===== src/design/imagePkg.sv =====
package imagePkg;

	// one colour component, unsigned
	typedef logic [7:0] channel_t;

	// fixed point result, 9 integer and 9 fraction bits
	typedef logic signed [17:0] ycc_t;

	// matrix coefficient, 17 fraction bits
	typedef logic signed [17:0] coef_t;

	// wide enough for the sum of three channel by coefficient products
	typedef logic signed [37:0] product_t;

	typedef struct packed {
		channel_t red;
		channel_t green;
		channel_t blue;
	} rgbPixel_t;

	// pixel on the padded stream
	// last marks the final padded position of a frame
	typedef struct packed {
		rgbPixel_t pixel;
		logic      last;
	} paddedBeat_t;

	typedef struct packed {
		ycc_t y;
		ycc_t cb;
		ycc_t cr;
	} yccPixel_t;

	// one matrix row result plus its frame marker
	typedef struct packed {
		ycc_t value;
		logic last;
	} laneResult_t;

	// rows are y, cb, cr; columns multiply r, g, b
	// y  =  0.2988 r + 0.5869 g + 0.1143 b
	// cb = -0.1689 r - 0.3311 g + 0.5000 b
	// cr =  0.5000 r - 0.4189 g - 0.0811 b
	localparam coef_t rgbToYccCoef [3][3] = '{
		'{18'sd39164, 18'sd76926, 18'sd14982},
		'{-18'sd22138, -18'sd43398, 18'sd65536},
		'{18'sd65536, -18'sd54906, -18'sd10630}
	};

	// product stage plus sum stage
	localparam int laneLatency = 2;

	// padder FSM
	typedef enum logic {
		padIdle,
		padStreaming
	} padState_t;

endpackage


===== src/design/pixelFifo.sv =====
module pixelFifo import imagePkg::*; #(
	parameter int fifoDepth = 16
) (
	input  logic      clk,
	input  logic      reset,
	input  rgbPixel_t pushData,
	input  logic      push,
	input  logic      pop,
	output rgbPixel_t headData,
	output logic      empty,
	output logic      full
);

	localparam int ptrWidth = (fifoDepth > 1) ? $clog2(fifoDepth) : 1;
	localparam int countWidth = $clog2(fifoDepth + 1);

	// ring storage
	rgbPixel_t mem [fifoDepth];

	logic [ptrWidth-1:0] wrPtr;
	logic [ptrWidth-1:0] rdPtr;
	logic [countWidth-1:0] count;

	// wrap at fifoDepth since the depth need not be a power of two
	function automatic logic [ptrWidth-1:0] nextPtr(input logic [ptrWidth-1:0] ptr);
		if (ptr == ptrWidth'(fifoDepth - 1)) begin
			return '0;
		end
		return ptr + 1'b1;
	endfunction

	// first word fall through
	assign headData = mem[rdPtr];
	assign empty = (count == '0);
	assign full = (count == countWidth'(fifoDepth));

	always_ff @(posedge clk) begin
		if (push) begin
			mem[wrPtr] <= pushData;
		end
	end

	always_ff @(posedge clk) begin
		if (reset) begin
			wrPtr <= '0;
			rdPtr <= '0;
			count <= '0;
		end else begin
			if (push) begin
				wrPtr <= nextPtr(wrPtr);
			end
			if (pop) begin
				rdPtr <= nextPtr(rdPtr);
			end
			// occupancy only moves on a one-sided access
			case ({push, pop})
				2'b10: count <= count + 1'b1;
				2'b01: count <= count - 1'b1;
				default: count <= count;
			endcase
		end
	end

	// padder must only pop a visible head
	assert property (@(posedge clk) disable iff (reset) !(pop && empty))
		else $error("pixelFifo: pop while empty");

	// input side must honour inReady
	assert property (@(posedge clk) disable iff (reset) !(push && full))
		else $error("pixelFifo: push while full");

endmodule


===== src/design/borderPadder.sv =====
module borderPadder import imagePkg::*; #(
	parameter int frameWidth = 8,
	parameter int frameHeight = 4,
	parameter int kernelSize = 3
) (
	input  logic        clk,
	input  logic        reset,
	input  logic        startFrame,
	input  rgbPixel_t   fifoData,
	input  logic        fifoEmpty,
	output logic        fifoPop,
	output paddedBeat_t padded,
	output logic        padValid
);

	// zero border on each side, odd kernel assumed
	localparam int border = (kernelSize - 1) / 2;
	localparam int paddedWidth = frameWidth + 2 * border;
	localparam int paddedHeight = frameHeight + 2 * border;
	localparam int colBits = $clog2(paddedWidth + 1);
	localparam int rowBits = $clog2(paddedHeight + 1);

	padState_t state;

	// position inside the padded frame
	logic [colBits-1:0] colCount;
	logic [rowBits-1:0] rowCount;

	logic lastCol;
	logic lastRow;
	logic lastPos;
	logic interior;
	logic advance;

	assign lastCol = (colCount == colBits'(paddedWidth - 1));
	assign lastRow = (rowCount == rowBits'(paddedHeight - 1));
	assign lastPos = lastCol && lastRow;

	// real pixels sit inside the border ring
	assign interior = (rowCount >= rowBits'(border))
		&& (rowCount < rowBits'(border + frameHeight))
		&& (colCount >= colBits'(border))
		&& (colCount < colBits'(border + frameWidth));

	// border never waits, interior waits for a head in the FIFO
	assign advance = (state == padStreaming) && (!interior || !fifoEmpty);

	// consume the head in the cycle it is forwarded
	assign fifoPop = advance && interior;

	always_ff @(posedge clk) begin
		if (reset) begin
			state <= padIdle;
			colCount <= '0;
			rowCount <= '0;
			padValid <= 1'b0;
		end else begin
			padValid <= 1'b0;
			case (state)
				padIdle: begin
					// start pulses while streaming are ignored
					if (startFrame) begin
						state <= padStreaming;
						colCount <= '0;
						rowCount <= '0;
					end
				end
				padStreaming: begin
					if (advance) begin
						padValid <= 1'b1;
						if (lastCol) begin
							colCount <= '0;
							rowCount <= rowCount + 1'b1;
						end else begin
							colCount <= colCount + 1'b1;
						end
						// frame finished, back to waiting
						if (lastPos) begin
							rowCount <= '0;
							state <= padIdle;
						end
					end
				end
				default: state <= padIdle;
			endcase
		end
	end

	// beat payload, qualified by padValid
	always_ff @(posedge clk) begin
		if (advance) begin
			padded.pixel <= interior ? fifoData : '0;
			padded.last <= lastPos;
		end
	end

	// every pop happens while streaming and becomes a beat next cycle
	assert property (@(posedge clk) disable iff (reset)
		fifoPop |-> (state == padStreaming) ##1 padValid)
		else $error("borderPadder: pop outside streaming");

endmodule


===== src/design/colorMatrixLane.sv =====
module colorMatrixLane import imagePkg::*; #(
	parameter int laneIndex = 0
) (
	input  logic        clk,
	input  logic        reset,
	input  paddedBeat_t inBeat,
	input  logic        inValid,
	output laneResult_t outResult,
	output logic        outValid
);

	// r, g, b in coefficient column order
	channel_t channels [3];

	// stage one
	product_t prod [3];
	logic valid1;
	logic last1;

	// sum back to 9 fraction bits
	product_t sumShifted;

	assign channels[0] = inBeat.pixel.red;
	assign channels[1] = inBeat.pixel.green;
	assign channels[2] = inBeat.pixel.blue;

	assign sumShifted = (prod[0] + prod[1] + prod[2]) >>> 8;

	always_ff @(posedge clk) begin
		if (reset) begin
			valid1 <= 1'b0;
			outValid <= 1'b0;
		end else begin
			valid1 <= inValid;
			outValid <= valid1;
		end
	end

	always_ff @(posedge clk) begin
		// channels zero extend and coefficients sign extend
		for (int c = 0; c < 3; c++) begin
			prod[c] <= product_t'(channels[c]) * product_t'(rgbToYccCoef[laneIndex][c]);
		end
		last1 <= inBeat.last;
		// keep the low 18 bits of the shifted sum
		outResult.value <= sumShifted[17:0];
		outResult.last <= last1;
	end

endmodule


===== src/design/yccPacker.sv =====
module yccPacker import imagePkg::*; (
	input  logic        clk,
	input  logic        reset,
	input  laneResult_t lanes [3],
	input  logic [2:0]  laneValid,
	output yccPixel_t   yccOut,
	output logic        outValid,
	output logic        frameDone
);

	logic lastFlagsMatch;

	// all three lanes carry the same frame marker
	assign lastFlagsMatch = (lanes[1].last == lanes[0].last)
		&& (lanes[2].last == lanes[0].last);

	// control from lane 0, the others run in lockstep
	always_ff @(posedge clk) begin
		if (reset) begin
			outValid <= 1'b0;
			frameDone <= 1'b0;
		end else begin
			outValid <= laneValid[0];
			// done rides on the final beat of the frame
			frameDone <= laneValid[0] && lanes[0].last;
		end
	end

	always_ff @(posedge clk) begin
		if (laneValid[0]) begin
			yccOut.y <= lanes[0].value;
			yccOut.cb <= lanes[1].value;
			yccOut.cr <= lanes[2].value;
		end
	end

	// lanes fed from one padder beat must agree
	assert property (@(posedge clk) disable iff (reset)
		(laneValid == 3'b000) || ((laneValid == 3'b111) && lastFlagsMatch))
		else $error("yccPacker: lanes out of step");

endmodule


===== src/design/colorPipeline.sv =====
module colorPipeline import imagePkg::*; #(
	parameter int frameWidth = 8,
	parameter int frameHeight = 4,
	parameter int kernelSize = 3,
	parameter int fifoDepth = 16
) (
	input  logic      clk,
	input  logic      reset,
	input  logic      startFrame,
	input  rgbPixel_t pixelIn,
	input  logic      inValid,
	output logic      inReady,
	output yccPixel_t yccOut,
	output logic      outValid,
	output logic      frameDone
);

	// fifo to padder
	rgbPixel_t fifoData;
	logic fifoEmpty;
	logic fifoFull;
	logic fifoPop;
	logic fifoPush;

	// padder to lanes
	paddedBeat_t padded;
	logic padValid;

	// lanes to packer
	laneResult_t laneOut [3];
	logic [2:0] laneValid;

	// only input side has back pressure
	assign inReady = !fifoFull;
	assign fifoPush = inValid && inReady;

	pixelFifo #(
		.fifoDepth(fifoDepth)
	) uFifo (
		.clk(clk),
		.reset(reset),
		.pushData(pixelIn),
		.push(fifoPush),
		.pop(fifoPop),
		.headData(fifoData),
		.empty(fifoEmpty),
		.full(fifoFull)
	);

	borderPadder #(
		.frameWidth(frameWidth),
		.frameHeight(frameHeight),
		.kernelSize(kernelSize)
	) uPadder (
		.clk(clk),
		.reset(reset),
		.startFrame(startFrame),
		.fifoData(fifoData),
		.fifoEmpty(fifoEmpty),
		.fifoPop(fifoPop),
		.padded(padded),
		.padValid(padValid)
	);

	// one lane per matrix row, y cb cr
	for (genvar i = 0; i < 3; i++) begin : gLane
		colorMatrixLane #(
			.laneIndex(i)
		) uLane (
			.clk(clk),
			.reset(reset),
			.inBeat(padded),
			.inValid(padValid),
			.outResult(laneOut[i]),
			.outValid(laneValid[i])
		);
	end

	yccPacker uPacker (
		.clk(clk),
		.reset(reset),
		.lanes(laneOut),
		.laneValid(laneValid),
		.yccOut(yccOut),
		.outValid(outValid),
		.frameDone(frameDone)
	);

endmodule


===== config.mk =====
export PLATFORM = sky130hd
export DESIGN_NAME = colorPipeline
export DESIGN_NICKNAME = d
export VERILOG_FILES = /design/src/design/imagePkg.sv /design/src/design/pixelFifo.sv /design/src/design/borderPadder.sv /design/src/design/colorMatrixLane.sv /design/src/design/yccPacker.sv /design/src/design/colorPipeline.sv
export SDC_FILE = /design/constraint.sdc
export NUM_CORES = 2
export LEC_CHECK = 0
export BUFFER_PORTS_ARGS = -buffer_cell sky130_fd_sc_hd__buf_2
export CELL_PAD_IN_SITES_DETAIL_PLACEMENT = 0
export CELL_PAD_IN_SITES_GLOBAL_PLACEMENT = 2
export CORE_ASPECT_RATIO = 0.7
export CORE_MARGIN = 2
export CORE_UTILIZATION = 40
export DETAILED_ROUTE_END_ITERATION = 8
export GPL_ROUTABILITY_DRIVEN = 0
export PLACE_DENSITY = 0.73
export SLEW_MARGIN = 10
export SYNTH_ARGS = -nofsm -noshare
export SYNTH_HDL_FRONTEND = slang
export SYNTH_SLANG_ARGS = --single-unit

===== constraint.sdc =====
create_clock -name clk -period 5.4 [get_ports clk]
set_input_delay 1.08 -clock clk [delete_from_list [all_inputs] [get_ports clk]]
set_output_delay 1.08 -clock clk [all_outputs]
set_load 0.01 [all_outputs]

==> flow_summary_export.csv <==
group,metric,value,unit
setup_path,worstSetupStartpoint,"uPadder.padded[15]",
synth,synth_fp_nets,3826,
setup_path,worstPathRequired,5950,ps
setup_path,r2r_setup_slack,330,ps
clocking,cts_resized,0,
timing,skew,47.5,ps
clocking,h-tree-depth,3,
setup_path,critPathMostFrequentCell,"fa_1",
floorplanning,die-height,271,um
power_and_ir_drop,p_total,0.0224,W
placed_design,dpl.hpwl,72900,um
routing,first_iter_violations,1580,
clocking,cts_hold_buf,0,
floorplanning,die_w,386,um
timing,setup_viol,0,
clocking,clk_latency,690,ps
setup_path,path_cells,"fa_1 -> inv_1 -> fa_1 -> fa_1 -> inv_1 -> fa_1 -> ha_1 -> nor4_2 -> nand2b_1 -> o32ai_2 -> o211ai_1 -> nor3_2 -> nor3_1 -> a2111oi_4 -> a21oi_1 -> xor2_1",
timing,fmax,0.197,GHz
global_routing,grt_util_all_layers,19.4,%
synth,synth_area_leaders,"edfxtp_1 (34%), ha_1 (14%), fa_1 (13%)",
timing,slew_headroom,26.0,%
floorplanning,start_util,40.2,%
synth,netlist_instances,3070,
setup_path,max_stage_delay,710,ps
routing,highest_layer,"met5",
synth,yosysTopAreaCellShare,34.0,%
routing,wl_met1,49800,um
synth,synth_cell_types,79,
layout,final_core_util,45.0,%
timing,rsz0062_at_grt,"no",
worst_hold_path,hold_path.class,"reg -> reg",
placed_design,placed_area,43300,um^2
power_and_ir_drop,powerDensity,490,nW/um^2
setup_path,cp-start-kind,"flip-flop",
power_and_ir_drop,vdd_drop_max,0.315,mV
floorplanning,num_rows,98,
setup_path,r2r_end,"gLane[0].uLane.prod[0][46]",
timing,fin_crit_sh,93.8,%
timing,worstMarginPinSlew,1110,ps
timing,fin_crit,5070,ps
global_routing,grt-ovfl-total,0,
clocking,post-cts-setup-buffers,0,
power_and_ir_drop,p_leak,19.2,nW
global_routing,antenna_found_initial,4,
setup_path,crit_type,"reg -> reg",
synth,synth-seq-cells,716,
setup_path,timing.rr.start,"uPadder.padded[15]",
routing,vias_per_cell,5.07,
placed_design,portBuffers,84,
setup_path,rr_worst_depth,16,
routing,route.met3.wl,7210,um
clocking,cts_tree,"yes",
synth,synthArstFlopShare,0,%
layout,syn_to_final_growth,11.9,%
layout,nets,3994,
floorplanning,core-area,102000,um^2
routing,first_pass_iters,6,
setup_path,crit_cells,16,
clocking,cts_sinks,716,
clocking,cts_root_buf,"clkbuf_16",
timing,setup_tns,0,ps
setup_path,cp_top_family,"adder cells",
setup_path,crit_end,"gLane[0].uLane.prod[0][46]",
timing,hold_violations,0,
layout,drive_above_1_share,12.6,%
placed_design,place_inst,4512,
global_routing,grt_pass1_vias,24500,
global_routing,grt_max_degree,59,
clocking,cts_inserted_buffers,74,
routing,vias,23600,
clocking,clockBufferDepth,3,
job,maxCapViolations,0,
layout,design_area,45800,um^2
global_routing,grt_pass1_wl,152000,um
routing,drt.antenna.violating_nets,0,
synth,ys.flop_type,"edfxtp_1",
setup_path,critPathBufInv,2,
routing,route.detailed.drc,0,
routing,wl_per_cell,21.3,um
synth,synth_area,40900,um^2
setup_path,cp.arrival,5620,ps
clocking,clk_pin_slew_worst_paths,60,ps
setup_path,crit_slowest_cell,"fa_1",
floorplanning,die-area,105000,um^2
synth,synth_edf_count,463,
synth,synth_top_cell_by_area,"edfxtp_1",
synth,ys_warn_count,0,
synth,avgSynthCellArea,13.3,um^2
setup_path,end_kind,"flip-flop",
layout,instances_no_fill,4649,
routing,route.met2.wl,40200,um
setup_path,path_max_fanout,7,
floorplanning,pin_count,85,
status,status,"finished clean",
timing,maxSlewViolCount,0,
routing,postRouteWirelength,99100,um
synth,synth-seq-area-share,46.4,%
==> cell families (layout without fill, tap and decap cells) <==
family / Yosys count / after routing / synth area share [%]
buffers and inverters: 525 / 753 / 4.85
DFF: 716 / 716 / 46.4
AOI/OAI and AO/OA: 367 / 367 / 6.02
and+or+nand+nor: 435 / 435 / 5.26
adders and majority gates: 728 / 728 / 27.0
other: 0 / 1 / 0
xor gates and xnor gates: 177 / 177 / 3.79
muxes: 122 / 122 / 6.66
==> routing by layer <==
metal,vias to the layer above,global-route usage (%)
met5,-,0
met4,4,4.62
met3,107,5.23
met2,617,26.6
met1,11700,30.2
li1,11100,-
==> layout by cell type, fill, tap and decap left out, types with 10 or more instances in the layout <==
master     instances
a21o_1            43
a21oi_1          117
a31oi_1           12
and2_1            10
and3_1            16
buf_2             84
buf_4             45
clkbuf_1          22
clkbuf_16         76
clkinv_2          11
dfxtp_1          248
edfxtp_1         463
fa_1             257
ha_1             471
inv_1            485
mux4_2           120
nand2_1           61
nand2b_1          16
nand3_1           29
nor2_1           130
nor2_2            12
nor2b_1           56
nor3_1            51
o21a_1            29
o21ai_0           47
o21ai_1           19
o21bai_1          17
or2_2             13
xnor2_1          134
xor2_1            43
==> flip-flops by register name, indices dropped and copies added (netlist names) <==
| name | cells |
|---|---|
| uFifo.mem | 384 |
| gLane.uLane.prod | 171 |
| gLane.uLane.outResult | 55 |
| uPacker.yccOut | 54 |
| uPadder.padded | 25 |
| uFifo.count | 5 |
| uFifo.rdPtr | 4 |
| uFifo.wrPtr | 4 |
| uPadder.colCount | 4 |
| uPadder.rowCount | 3 |
| gLane.uLane.last1 | 1 |
| gLane.uLane.outValid | 1 |
| gLane.uLane.valid1 | 1 |
| uPacker.frameDone | 1 |
| uPacker.outValid | 1 |
| uPadder.padValid | 1 |
| uPadder.state | 1 |
==> metrics by stage <==
stage	worst slack, ps	hold WS (ps)
5_1_grt	2.13	360
4_1_cts	326	345
3_5_place_dp	390	314
3_3_place_gp	481	318
6_report	333	344
2_1_floorplan	704	310
==> how the worst min path moves through the flow <==
| stage | start | endpoint | slack, ps | depth (start not counted) |
|---|---|---|---|---|
| finish | gLane[0].uLane.last1 | gLane[0].uLane.outResult[0] | 340 | 0 |
| global route | gLane[0].uLane.last1 | gLane[0].uLane.outResult[0] | 360 | 0 |
| CTS | gLane[0].uLane.last1 | gLane[0].uLane.outResult[0] | 350 | 0 |
| detailed placement | gLane[0].uLane.last1 | gLane[0].uLane.outResult[0] | 310 | 0 |
| global placement | gLane[0].uLane.last1 | gLane[0].uLane.outResult[0] | 320 | 0 |
| floorplan | gLane[0].uLane.last1 | gLane[0].uLane.outResult[0] | 310 | 0 |
==> cell usage after synthesis, types with 7 or more instances <==
library cell	count
inv_1	486
ha_1	471
edfxtp_1	463
fa_1	257
dfxtp_1	253
nor2_1	142
xnor2_1	134
mux4_2	120
a21oi_1	117
nand2_1	61
nor2b_1	56
nor3_1	55
o21ai_0	47
a21o_1	43
xor2_1	43
nand3_1	29
o21a_1	29
clkbuf_1	22
o21ai_1	19
o21bai_1	17
and3_1	16
nand2b_1	16
or2_2	13
a31oi_1	12
buf_2	11
and2_1	10
a211oi_1	9
o211ai_1	9
or3_1	9
nand4_1	7
==> worst reg2reg max path, delay by kind of cell (launching register included) <==
kind | cells | cell delay (ps)
adder cells (fa/ha/maj) | 5 | 2240
buffers and inverters | 2 | 180
AND/OR/NAND/NOR | 4 | 740
AO/OA/AOI/OAI | 4 | 1060
XOR/XNOR | 1 | 170
flip-flops | 1 | 540
==> power by group <==
group / switching [W] / internal (W)
sequential: 0.000446 / 0.00684
combinational: 0.00558 / 0.00435
clock: 0.00227 / 0.00294
==> area by class of cell <==
| class | instances | area, um^2 |
|---|---|---|
| diodes | 1 | 2.50 |
| clock buffers | 102 | 2040 |
| clock inverters | 34 | 457 |
| fillers | 9086 | 55900 |
| inverters | 487 | 1830 |
| multi-input cells | 1829 | 20000 |
| flip-flops and latches | 716 | 19000 |
| well taps | 1350 | 1690 |
| repair buffers | 130 | 778 |
Power figures use the tool's default switching activity.
